===== src/common/isa_pkg.sv =====
////////////////////
// rv32 instruction word layouts
// one 32-bit word read through the r, i, s, b, u and j views
// plus the funct3 codes of the conditional branches
// import with isa_pkg::* in the module header
////////////////////
`default_nettype none

package isa_pkg;

	////////////////////
	// instruction views, msb first
	////////////////////
	typedef union packed {
		struct packed {
			logic [6:0] funct7;
			logic [4:0] rs2;
			logic [4:0] rs1;
			logic [2:0] funct3;
			logic [4:0] rd;
			logic [6:0] opcode;
		} r;                      // register-register
		struct packed {
			logic [11:0] imm;     // imm[11:0]
			logic [4:0]  rs1;
			logic [2:0]  funct3;
			logic [4:0]  rd;
			logic [6:0]  opcode;
		} i;                      // immediate, loads, jalr
		struct packed {
			logic [6:0] imm_11_5;
			logic [4:0] rs2;
			logic [4:0] rs1;
			logic [2:0] funct3;
			logic [4:0] imm_4_0;
			logic [6:0] opcode;
		} s;                      // stores
		struct packed {
			logic       imm_12;   // sign bit
			logic [5:0] imm_10_5;
			logic [4:0] rs2;
			logic [4:0] rs1;
			logic [2:0] funct3;
			logic [3:0] imm_4_1;
			logic       imm_11;   // sits where rd[0] would be
			logic [6:0] opcode;
		} b;                      // conditional branches
		struct packed {
			logic [19:0] imm_31_12;
			logic [4:0]  rd;
			logic [6:0]  opcode;
		} u;                      // lui, auipc
		struct packed {
			logic       imm_20;   // sign bit
			logic [9:0] imm_10_1;
			logic       imm_11;
			logic [7:0] imm_19_12;
			logic [4:0] rd;
			logic [6:0] opcode;
		} j;                      // jal
	} rv32_inst_t;

	// branch funct3, 3'b010 and 3'b011 reserved
	localparam logic [2:0] funct3_beq  = 3'b000;
	localparam logic [2:0] funct3_bne  = 3'b001;
	localparam logic [2:0] funct3_blt  = 3'b100;
	localparam logic [2:0] funct3_bge  = 3'b101;
	localparam logic [2:0] funct3_bltu = 3'b110;
	localparam logic [2:0] funct3_bgeu = 3'b111;

endpackage

`default_nettype wire


===== src/common/ex_pkg.sv =====
////////////////////
// execute stage constants
// word and tag widths, alu function codes,
// operand mux selects, multiplier timing
// import with ex_pkg::* in the module header
////////////////////
`default_nettype none

package ex_pkg;

	localparam int xlen      = 32;  // data word
	localparam int tag_width = 6;   // destination register tag

	////////////////////
	// multiplier timing
	////////////////////
	localparam int mult_bits_per_cycle = 8;                          // multiplier bits per step
	localparam int mult_latency        = xlen / mult_bits_per_cycle; // start to done, in cycles

	// alu function codes
	typedef enum logic [3:0] {
		alu_add    = 4'h0,
		alu_sub    = 4'h1,
		alu_slt    = 4'h2,
		alu_sltu   = 4'h3,
		alu_and    = 4'h4,
		alu_or     = 4'h5,
		alu_xor    = 4'h6,
		alu_sll    = 4'h7,
		alu_srl    = 4'h8,
		alu_sra    = 4'h9,
		alu_mul    = 4'ha,  // low half, signed x signed
		alu_mulh   = 4'hb,  // high half, signed x signed
		alu_mulhsu = 4'hc,  // high half, signed x unsigned
		alu_mulhu  = 4'hd   // high half, unsigned x unsigned
	} alu_func_t;

	// operand a sources
	typedef enum logic [1:0] {
		opa_rs1  = 2'h0,
		opa_npc  = 2'h1,  // pc + 4
		opa_pc   = 2'h2,
		opa_zero = 2'h3
	} opa_sel_t;

	// operand b sources, codes 6 and 7 unused
	typedef enum logic [2:0] {
		opb_rs2   = 3'h0,
		opb_i_imm = 3'h1,
		opb_s_imm = 3'h2,
		opb_b_imm = 3'h3,
		opb_u_imm = 3'h4,
		opb_j_imm = 3'h5
	} opb_sel_t;

endpackage

`default_nettype wire


===== src/hdl/operand_select.sv =====
////////////////////
// alu operand multiplexers
// a from rs1, pc + 4, pc or zero
// b from rs2 or a sign-extended immediate
// pulled out of the raw instruction word
// purely combinational
////////////////////
`timescale 1ns/10ps
`default_nettype none

module operand_select import isa_pkg::*, ex_pkg::*; (
	input  wire rv32_inst_t      inst,
	input  wire [xlen-1:0]       pc,
	input  wire [xlen-1:0]       rs1_value,
	input  wire [xlen-1:0]       rs2_value,
	input  wire opa_sel_t        opa_select,
	input  wire opb_sel_t        opb_select,
	output logic [xlen-1:0]      opa,
	output logic [xlen-1:0]      opb
);

	logic [xlen-1:0] npc;  // fall-through pc

	assign npc = pc + 32'd4;

	////////////////////
	// operand a
	////////////////////
	always_comb begin
		case (opa_select)
			opa_rs1:  opa = rs1_value;
			opa_npc:  opa = npc;
			opa_pc:   opa = pc;
			opa_zero: opa = '0;
			default:  opa = 32'hdeadfbac;  // filler, bad select
		endcase
	end

	////////////////////
	// operand b
	////////////////////
	always_comb begin
		case (opb_select)
			opb_rs2:   opb = rs2_value;
			opb_i_imm: opb = {{20{inst.i.imm[11]}}, inst.i.imm};
			opb_s_imm: opb = {{20{inst.s.imm_11_5[6]}}, inst.s.imm_11_5, inst.s.imm_4_0};
			// b and j immediates are halfword offsets, bit 0 always 0
			opb_b_imm: opb = {{19{inst.b.imm_12}}, inst.b.imm_12, inst.b.imm_11,
			                  inst.b.imm_10_5, inst.b.imm_4_1, 1'b0};
			opb_u_imm: opb = {inst.u.imm_31_12, 12'b0};  // upper 20, low bits zero
			opb_j_imm: opb = {{11{inst.j.imm_20}}, inst.j.imm_20, inst.j.imm_19_12,
			                  inst.j.imm_11, inst.j.imm_10_1, 1'b0};
			default:   opb = 32'hfacefeed;  // recognizable on a waveform
		endcase
	end

endmodule

`default_nettype wire


===== src/alu/multiplier.sv =====
////////////////////
// iterative 32x32 multiplier, 64-bit product
// sign_mode[1] multiplicand signed, sign_mode[0] multiplier signed
// retires mult_bits_per_cycle multiplier bits per clock,
// done pulses mult_latency cycles after start
////////////////////
`timescale 1ns/10ps
`default_nettype none

module multiplier import ex_pkg::*; (
	input  wire              clock,
	input  wire              reset,
	input  wire              start,
	input  wire [1:0]        sign_mode,
	input  wire [xlen-1:0]   mcand,
	input  wire [xlen-1:0]   mplier,
	output logic [2*xlen-1:0] product,
	output logic             done
);

	logic [2*xlen-1:0]                 mcand_reg;   // shifts left each step
	logic [2*xlen-1:0]                 mplier_reg;  // shifts right each step
	logic [2*xlen-1:0]                 acc;
	logic [2*xlen-1:0]                 partial;
	logic signed [mult_bits_per_cycle:0] digit;     // one extra bit for sign
	logic [$clog2(mult_latency)-1:0]   step;
	logic                              busy;
	logic                              last_step;

	assign last_step = (step == mult_latency - 1);

	// top digit carries the multiplier sign, all others unsigned
	always_comb begin
		digit = {1'b0, mplier_reg[mult_bits_per_cycle-1:0]};
		if (last_step)
			digit[mult_bits_per_cycle] = mplier_reg[mult_bits_per_cycle];  // bit 32, the extension
	end

	assign partial = $signed(mcand_reg) * digit;  // mod 2^64

	////////////////////
	// step control
	////////////////////
	always_ff @(posedge clock) begin
		if (reset) begin
			busy <= 1'b0;
			done <= 1'b0;
			step <= '0;
		end else begin
			done <= 1'b0;
			if (start) begin
				busy <= 1'b1;
				step <= '0;
			end else if (busy) begin
				step <= step + 1'b1;
				if (last_step) begin
					busy <= 1'b0;
					done <= 1'b1;  // acc final at this edge
				end
			end
		end
	end

	// datapath
	always_ff @(posedge clock) begin
		if (start) begin
			mcand_reg  <= {{xlen{sign_mode[1] & mcand[xlen-1]}}, mcand};
			mplier_reg <= {{xlen{sign_mode[0] & mplier[xlen-1]}}, mplier};
			acc        <= '0;
		end else if (busy) begin
			acc        <= acc + partial;
			mcand_reg  <= mcand_reg << mult_bits_per_cycle;
			mplier_reg <= mplier_reg >> mult_bits_per_cycle;
		end
	end

	assign product = acc;  // held until next start

endmodule

`default_nettype wire


===== src/alu/alu.sv =====
////////////////////
// integer alu with multiply sequencing
// logic and arithmetic pass straight through in the issue cycle
// a multiply starts the iterative multiplier and holds the
// stage occupied until the product comes back
////////////////////
`timescale 1ns/10ps
`default_nettype none

module alu import ex_pkg::*; (
	input  wire                   clock,
	input  wire                   reset,
	input  wire                   valid_in,
	input  wire alu_func_t        func,
	input  wire [xlen-1:0]        opa,
	input  wire [xlen-1:0]        opb,
	input  wire                   branch_taken,
	input  wire [tag_width-1:0]   dest_tag_in,
	output logic                  occupied,
	output logic                  valid_out,
	output logic [xlen-1:0]       result,
	output logic                  take_branch,
	output logic [tag_width-1:0]  dest_tag_out
);

	typedef enum logic {st_idle, st_busy} alu_state_t;

	alu_state_t             state, next_state;
	logic                   is_mult;
	logic                   start;
	logic [1:0]             sign_mode;      // {mcand signed, mplier signed}
	logic                   high_half;      // want product[63:32]
	logic                   high_half_reg;
	logic [tag_width-1:0]   tag_reg;        // tag of multiply in flight
	logic [2*xlen-1:0]      product;
	logic                   mult_done;
	logic [xlen-1:0]        alu_result;

	assign is_mult = func inside {alu_mul, alu_mulh, alu_mulhsu, alu_mulhu};

	multiplier mult_0 (
		.clock     (clock),
		.reset     (reset),
		.start     (start),
		.sign_mode (sign_mode),
		.mcand     (opa),
		.mplier    (opb),
		.product   (product),
		.done      (mult_done)
	);

	////////////////////
	// combinational datapath
	////////////////////
	always_comb begin
		alu_result = '0;
		sign_mode  = 2'b00;
		high_half  = 1'b0;
		case (func)
			alu_add:    alu_result = opa + opb;  // wraps
			alu_sub:    alu_result = opa - opb;
			alu_slt:    alu_result = {31'b0, $signed(opa) < $signed(opb)};
			alu_sltu:   alu_result = {31'b0, opa < opb};
			alu_and:    alu_result = opa & opb;
			alu_or:     alu_result = opa | opb;
			alu_xor:    alu_result = opa ^ opb;
			alu_sll:    alu_result = opa << opb[4:0];
			alu_srl:    alu_result = opa >> opb[4:0];
			alu_sra:    alu_result = $signed(opa) >>> opb[4:0];  // sign fill
			alu_mul:    sign_mode  = 2'b11;
			alu_mulh:   begin
				sign_mode = 2'b11;
				high_half = 1'b1;
			end
			alu_mulhsu: begin
				sign_mode = 2'b10;  // rs1 signed, rs2 unsigned
				high_half = 1'b1;
			end
			alu_mulhu:  high_half = 1'b1;
			default:    alu_result = 32'hfacebeec;  // unused func code
		endcase
	end

	// idle/busy control
	always_comb begin
		next_state = state;
		start      = 1'b0;
		valid_out  = 1'b0;
		case (state)
			st_idle: if (valid_in) begin
				if (is_mult) begin
					start      = 1'b1;
					next_state = st_busy;
				end else
					valid_out = 1'b1;  // zero latency
			end
			st_busy: if (mult_done) begin
				valid_out  = 1'b1;
				next_state = st_idle;
			end
			default: next_state = st_idle;
		endcase
	end

	always_ff @(posedge clock) begin
		if (reset)
			state <= st_idle;
		else
			state <= next_state;
	end

	always_ff @(posedge clock) begin
		if (start) begin
			high_half_reg <= high_half;  // capture context at acceptance
			tag_reg       <= dest_tag_in;
		end
	end

	////////////////////
	// output merge
	////////////////////
	assign occupied     = (state == st_busy);
	assign result       = occupied ? (high_half_reg ? product[2*xlen-1:xlen] : product[xlen-1:0])
	                               : alu_result;
	assign dest_tag_out = occupied ? tag_reg : dest_tag_in;
	assign take_branch  = occupied ? 1'b0 : branch_taken;  // a multiply never branches

endmodule

`default_nettype wire


===== src/hdl/branch_cond.sv =====
////////////////////
// conditional branch comparator
// funct3 from the b-format word picks the test
// reserved codes never take
////////////////////
`timescale 1ns/10ps
`default_nettype none

module branch_cond import isa_pkg::*, ex_pkg::*; (
	input  wire [xlen-1:0] rs1,
	input  wire [xlen-1:0] rs2,
	input  wire [2:0]      funct3,
	output logic           cond
);

	always_comb begin
		case (funct3)
			funct3_beq:  cond = (rs1 == rs2);
			funct3_bne:  cond = (rs1 != rs2);
			funct3_blt:  cond = ($signed(rs1) <  $signed(rs2));
			funct3_bge:  cond = ($signed(rs1) >= $signed(rs2));
			funct3_bltu: cond = (rs1 <  rs2);  // unsigned compare
			funct3_bgeu: cond = (rs1 >= rs2);
			default:     cond = 1'b0;          // 3'b010, 3'b011
		endcase
	end

endmodule

`default_nettype wire


===== src/hdl/ex_stage.sv =====
////////////////////
// execute stage top
// operand muxes feed the alu, the comparator feeds the branch decision
// one instruction per valid_in strobe, none while occupied
////////////////////
`timescale 1ns/10ps
`default_nettype none

module ex_stage import isa_pkg::*, ex_pkg::*; (
	input  wire                   clock,
	input  wire                   reset,
	input  wire                   valid_in,
	input  wire rv32_inst_t       inst,
	input  wire [xlen-1:0]        pc,
	input  wire [xlen-1:0]        rs1_value,
	input  wire [xlen-1:0]        rs2_value,
	input  wire opa_sel_t         opa_select,
	input  wire opb_sel_t         opb_select,
	input  wire alu_func_t        alu_func,
	input  wire                   cond_branch,
	input  wire                   uncond_branch,
	input  wire [tag_width-1:0]   dest_tag_in,
	output logic                  valid_out,
	output logic [xlen-1:0]       result,
	output logic                  take_branch,
	output logic [tag_width-1:0]  dest_tag_out,
	output logic                  occupied
);

	logic [xlen-1:0] opa, opb;
	logic            cond;
	logic            branch_taken;

	operand_select operand_select_0 (
		.inst(inst), .pc(pc), .rs1_value(rs1_value), .rs2_value(rs2_value),
		.opa_select(opa_select), .opb_select(opb_select), .opa(opa), .opb(opb)
	);

	branch_cond branch_cond_0 (
		.rs1(rs1_value), .rs2(rs2_value), .funct3(inst.b.funct3), .cond(cond)
	);

	// jumps always, branches on the compare
	assign branch_taken = uncond_branch | (cond_branch & cond);

	alu alu_0 (
		.clock(clock), .reset(reset), .valid_in(valid_in), .func(alu_func),
		.opa(opa), .opb(opb), .branch_taken(branch_taken), .dest_tag_in(dest_tag_in),
		.occupied(occupied), .valid_out(valid_out), .result(result),
		.take_branch(take_branch), .dest_tag_out(dest_tag_out)
	);

endmodule

`default_nettype wire


===== config.mk =====
export PLATFORM = sky130hd
export DESIGN_NAME = ex_stage
export DESIGN_NICKNAME = d
export VERILOG_FILES = /design/src/common/isa_pkg.sv /design/src/common/ex_pkg.sv /design/src/hdl/operand_select.sv /design/src/alu/multiplier.sv /design/src/alu/alu.sv /design/src/hdl/branch_cond.sv /design/src/hdl/ex_stage.sv
export SDC_FILE = /design/constraint.sdc
export NUM_CORES = 2
export LEC_CHECK = 0
export BUFFER_PORTS_ARGS = -buffer_cell sky130_fd_sc_hd__buf_2
export CAP_MARGIN = 20
export CORE_MARGIN = 10
export CORE_UTILIZATION = 30
export DETAILED_ROUTE_END_ITERATION = 8
export PLACE_DENSITY = 0.54
export SYNTH_ARGS = -nofsm -noshare
export SYNTH_HDL_FRONTEND = slang
export SYNTH_SLANG_ARGS = --single-unit

===== constraint.sdc =====
create_clock -name clock -period 8.82 [get_ports clock]
set_input_delay 0.441 -clock clock [delete_from_list [all_inputs] [get_ports clock]]
set_output_delay 0.441 -clock clock [all_outputs]
set_load 0.005 [all_outputs]

Yosys cells after proc, flatten, opt, wreduce, memory -nomap -nowiden
Index checks and enable logic that the tools add are counted.
{"block": "classes", "n_addsub": 5, "n_mul": 1, "order_cmp": 6, "eq_ne": 29, "n_shift": 3, "muxes": 28, "bitwise": 9, "reduce_logical": 11}
{"cell": "$pmux W32 S11", "count": 1}
{"cell": "$mux W64", "count": 4}
{"cell": "$pmux W32 S6", "count": 1}
{"cell": "$lt A32 B32 Y1", "count": 4}
{"cell": "$pmux W32 S4", "count": 1}
{"cell": "$add A64 B64 Y64", "count": 1}
{"cell": "$ge A32 B32 Y1", "count": 2}
{"cell": "$mul A64 B9 Y64", "count": 1}
{"cell": "$mux W32", "count": 2}
{"cell": "$add A32 B3 Y32 const B", "count": 1}
{"cell": "$add A32 B32 Y32", "count": 1}
{"cell": "$and A32 B32 Y32", "count": 1}
{"cell": "$eq A32 B32 Y1", "count": 1}
{"cell": "$ne A32 B32 Y1", "count": 1}
{"cell": "$or A32 B32 Y32", "count": 1}
{"cell": "$shl A32 B5 Y32", "count": 1}
{"cell": "$shr A32 B5 Y32", "count": 1}
{"cell": "$sshr A32 B5 Y32", "count": 1}
{"cell": "$sub A32 B32 Y32", "count": 1}
{"cell": "$xor A32 B32 Y32", "count": 1}
{"cell": "$eq A4 B4 Y1 const B", "count": 6}
{"cell": "$eq A3 B3 Y1 const B", "count": 6}
{"cell": "$eq A4 B3 Y1 const B", "count": 4}
{"cell": "$mux W1", "count": 14}
{"cell": "other kinds (22)", "count": 34}
{"block": "totals", "regBits": 204, "inputBits": 148, "output_inout_bits": 41, "elab_cells": 101}

Longest topological paths before layout
{"block": "logic_depth", "depth_word": 6, "mapped_depth": 26, "mapped_depth_nobuf": 24}

Cells and area by module
Synthesis repeated with hierarchy kept, for this count alone.
{"block": "hier_totals", "cells_unflattened": 4677, "area_unflattened_um2": 38378.1}
{"mod": "multiplier", "n_inst": 1, "cells_per_inst": 2778, "area_per_inst_um2": 25469.4, "seq_area_each_um2": 4364.2}
{"mod": "alu", "n_inst": 1, "cells_per_inst": 1461, "area_per_inst_um2": 10116.0, "seq_area_each_um2": 230.2}
{"mod": "operand_select", "n_inst": 1, "cells_per_inst": 309, "area_per_inst_um2": 1861.8, "seq_area_each_um2": 0.0}
{"mod": "branch_cond", "n_inst": 1, "cells_per_inst": 128, "area_per_inst_um2": 923.4, "seq_area_each_um2": 0.0}
{"mod": "ex_stage", "n_inst": 1, "cells_per_inst": 1, "area_per_inst_um2": 7.5, "seq_area_each_um2": 0.0}

Worst setup path after synthesis
OpenSTA, ideal clock, no wires.
{"block": "synth_timing", "kind": "register -> register", "start": "reg alu_0.mult_0.step[0]", "end": "reg alu_0.mult_0.acc[63] (netlist: alu_0.mult_0.product[63])", "setup_ns": 0.058, "arrival_ns": 6.355, "t_required_ns": 8.762, "setup_slack_ns": 2.407, "stages_incl_launch_ff": 25, "n_path_buf": 2, "period_less_slack_ns": 6.413, "path_cell_list": "dfxtp_1 -> ha_1 -> nand2_1 -> clkbuf_1 -> clkbuf_1 -> nor2_1 -> fa_1 -> fa_1 -> fa_1 -> inv_1 -> fa_1 -> inv_1 -> fa_1 -> ha_1 -> a21oi_1 -> o21ai_0 -> a311oi_1 -> nand3_1 -> a311o_1 -> o21bai_1 -> nand3_1 -> o41ai_1 -> o21ai_0 -> a2111oi_0 -> a211o_1"}
{"block": "synth_via", "elab_chain_cells": 4}
{"element": "start, declared", "line_no": "multiplier.sv:26", "rtl": "logic [$clog2(mult_latency)-1:0] step;"}
{"element": "start signal, assigned", "line_no": "multiplier.sv:55", "rtl": "step <= step + 1'b1;"}
{"element": "$eq A2 B2 Y1", "line_no": "multiplier.sv:30", "rtl": "assign last_step = (step == mult_latency - 1);"}
{"element": "net alu_0.mult_0.last_step", "line_no": "multiplier.sv:28", "rtl": "logic last_step;"}
{"element": "$mux W1", "line_no": "multiplier.sv:35", "rtl": "if (last_step)"}
{"element": "$mul A64 B9 Y64", "line_no": "multiplier.sv:39", "rtl": "assign partial = $signed(mcand_reg) * digit;"}
{"element": "$add A64 B64 Y64", "line_no": "multiplier.sv:71", "rtl": "acc <= acc + partial;"}
{"element": "end signal, assigned", "line_no": "multiplier.sv:71"}
{"element": "end, declared", "line_no": "multiplier.sv:23", "rtl": "logic [2*xlen-1:0] acc;"}
The timed path passes the listed nets, and every way through them passes these cells.
A chain may end at the register's enable or synchronous reset.

Worst setup path after layout
{"block": "layout_timing", "start": "reg alu_0.mult_0.mplier_reg[5]", "end": "reg alu_0.mult_0.acc[63] (netlist: alu_0.mult_0.product[63])"}
{"block": "layout_via", "elab_chain_cells": 2}
{"element": "start, declared", "line_no": "multiplier.sv:22", "rtl": "logic [2*xlen-1:0] mplier_reg;"}
{"element": "start signal, assigned", "line_no": "multiplier.sv:68", "rtl": "mplier_reg <= {{xlen{sign_mode[0] & mplier[xlen-1]}}, mplier};"}
{"element": "start signal, assigned", "line_no": "multiplier.sv:73", "rtl": "mplier_reg <= mplier_reg >> mult_bits_per_cycle;"}
{"element": "$mul A64 B9 Y64", "line_no": "multiplier.sv:39"}
{"element": "$add A64 B64 Y64", "line_no": "multiplier.sv:71"}
Every way passes these cells.

==> flow_summary.ini <==
[setup_path]
crit_start = alu_0.mult_0.mplier_reg[5]$_DFFE_PP_
r2r-end = alu_0.mult_0.product[63]$_SDFFE_PP0P_
reg2reg_depth = 21
endpoint = alu_0.mult_0.product[63]$_SDFFE_PP0P_
cp.required_ns = 9.28
cpMaxStageDelayCell = edfxtp_1
crit_chain = nand2_1 > fa_1 > inv_1 > fa_1 > fa_1 > inv_1 > fa_1 > inv_1 > fa_1 > ha_1 > a21oi_1 > o21ai_0 > a311oi_1 > nand3_1 > a311o_1 > o21bai_1 > nand3_1 > o41ai_1 > o21ai_0 > a2111oi_0 > a211o_1
crit_path_frequent_cell = fa_1
path_max_fanout = 18
slowest_delay_ns = 1.04
r2r-start = alu_0.mult_0.mplier_reg[5]$_DFFE_PP_
r2r_slack_ns = 0.87
critPathKind = reg2reg
critPathLaunchType = register
end_kind = register
cp.arrival_ns = 8.41

[clocking]
cts_tree = built
clk_path_buf_depth = 2
cts_resized = 0
cts_inserted_buffers = 17
cts.sinks = 176
ctsHoldBuffers = 0
cts-root-buf = clkbuf_16
clk_pin_slew_ns = 0.08
post_cts_buffers = 0
clock_latency_ns = 0.52
htreeDepth = 4

[synthesis]
seq_area_frac_synth = 0.123
synth_nets = 5535
synth_flop_cell = edfxtp_1
synth_edf_count = 107
syn_area_mm2 = 0.0373
ys_ff_latch = 176
synth_cells = 4652
ys_types = 95
yosysWarnings = 0
async_flop_share = 0
synth.avg_cell_area_um2 = 8.02

[floorplan]
floorplan.initialDensity = 0.302
design.die.area_mm2 = 0.139
die_w_um = 373
coreArea_mm2 = 0.124
row_count = 129
fp.dieH_um = 373
ios = 189

[placed_design]
io_buffers = 181
finalWeightedCongestion = 1.01
hpwlAfterDp_mm = 126

[timing]
max_freq_mhz = 126
max_slew.worst_pin.slew_ns = 1.35
setup_viol = 0
fin_crit_ns = 7.95
rsz0062_at_grt = false
fin_tns_setup_ns = 0
drv_slew = 0
worst_hold_slack_ns = 0.111
fin_crit_sh = 0.902
skew_ns = 0.0178
relSlewSlack = 0.0886
hold_viol = 0

[route]
post_drt_wl_per_cell_um = 25.0
viasPerCell = 5.49
drt_pre_antenna_iters = 6
drcViolationCount = 0
drt_wl_total_mm = 157
drt-initial-drc-count = 3281
num_vias = 34535
ant_nets = 0

[pwr]
power_mw = 14.3
power_density_mw_per_mm2 = 353
p_leak_nw = 18.6
peakVddDrop_v = 0.000283

[global_routing]
grt_pass1_vias = 34041
overflow = 0
grtUsageTotal = 0.223
antenna_found_initial = 18
grt_max_degree = 155
grt_pass1_wl_mm = 231

[cells_and_area]
mostFrequentLayoutCells = 682 x inv_1, 570 x nand2_1, 465 x fa_1, 306 x nor2_1, 270 x ha_1
layout_commonest_cell = inv_1
drive_gt1_frac = 0.0878
area_growth_pct = 8.73
fin_nets = 5519

[hold_path]
hold_class = in2reg

[job]
max-cap-violations = 0

[status]
status = complete, no violations
logic make-up (layout without fill, tap and decap cells):
group                      Yosys count  in the layout  synth area share
xor gates and xnor gates            97             97            0.0230
AOI/OAI and AO/OA                 1041           1041             0.183
muxes                              177            177            0.0492
other                                0              4                 0
buffers and inverters             1004           1001             0.102
DFF                                176            176             0.123
and+or+nand+nor                   1422           1422             0.180
adders and majority gates          735            735             0.340
critical path, delay by kind of cell, from the launching register on:
kind | cells | cell delay (ns)
AO/OA/AOI/OAI | 9 | 3.26
adder cells (fa/ha/maj) | 6 | 2.80
buffers and inverters | 3 | 0.16
flip-flops | 1 | 1.04
AND/OR/NAND/NOR | 3 | 0.62
per-stage QoR:
step	setup WS [ns]	utilization	std cells	instance area, um^2
floorplan	2.41	-	4652	37300
global placement	1.08	0.322	6253	39900
detailed placement	0.943	0.322	6253	39900
CTS	0.907	0.328	6285	40500
global route	0.487	0.328	6286	40500
finish	0.868	0.328	6290	40500
cell type report:
class | count | area, um^2
Antenna cell | 4 | 10.0
Clock buffer | 17 | 425
Clock inverter | 15 | 229
Fill cell | 13351 | 83100
Inverter | 689 | 2590
Multi-Input combinational cell | 3472 | 28900
Sequential cell | 176 | 4600
Tap cell | 1637 | 2050
Timing Repair Buffer | 280 | 1710
cell usage after synthesis (35+ instances only):
master | count | area [um^2]
xnor2_1 | 67 | 587
a211oi_1 | 53 | 398
ha_1 | 270 | 3380
nand2_1 | 571 | 2140
mux2i_1 | 144 | 1440
nand3_1 | 58 | 290
clkbuf_1 | 254 | 953
dfxtp_1 | 69 | 1380
nor3_1 | 46 | 230
o211ai_1 | 39 | 293
fa_1 | 465 | 9310
o21ai_0 | 247 | 1240
o22ai_1 | 40 | 250
edfxtp_1 | 107 | 3210
a21o_1 | 95 | 713
nor2_1 | 309 | 1160
a21oi_1 | 244 | 1220
inv_1 | 684 | 2570
buf_1 | 35 | 131
and2_1 | 221 | 1380
nand4_1 | 35 | 219
per-layer routing:
layer | GRT usage | part of all wire | vias up
met3 | 0.0487 | 0.088 | 286
met2 | 0.335 | 0.43 | 1501
li1 | - | - | 15419
met1 | 0.305 | 0.44 | 17315
met5 | 0 | 0.00054 | -
met4 | 0.0973 | 0.048 | 14
worst min path at each step:
stage	start	depth (start not counted)	slack [ns]	endpoint
detailed placement	alu_0.mult_0.product[8]$_SDFFE_PP0P_	2	0.48	alu_0.mult_0.product[8]$_SDFFE_PP0P_
global route	dest_tag_in[0]	1	0.09	alu_0.tag_reg[0]$_DFFE_PP_
floorplan	alu_0.mult_0.product[36]$_SDFFE_PP0P_	2	0.45	alu_0.mult_0.product[36]$_SDFFE_PP0P_
CTS	dest_tag_in[4]	1	0.06	alu_0.tag_reg[4]$_DFFE_PP_
finish	dest_tag_in[4]	1	0.11	alu_0.tag_reg[4]$_DFFE_PP_
global placement	alu_0.mult_0.product[8]$_SDFFE_PP0P_	2	0.47	alu_0.mult_0.product[8]$_SDFFE_PP0P_
power breakdown:
group,switching (mW),total (mW),internal (mW)
clock,0.454,0.894,0.441
combinational,7.22,12.1,4.85
sequential,0.297,1.35,1.05
total,7.97,14.3,6.34
No activity file was read; power rests on OpenSTA's default activity.
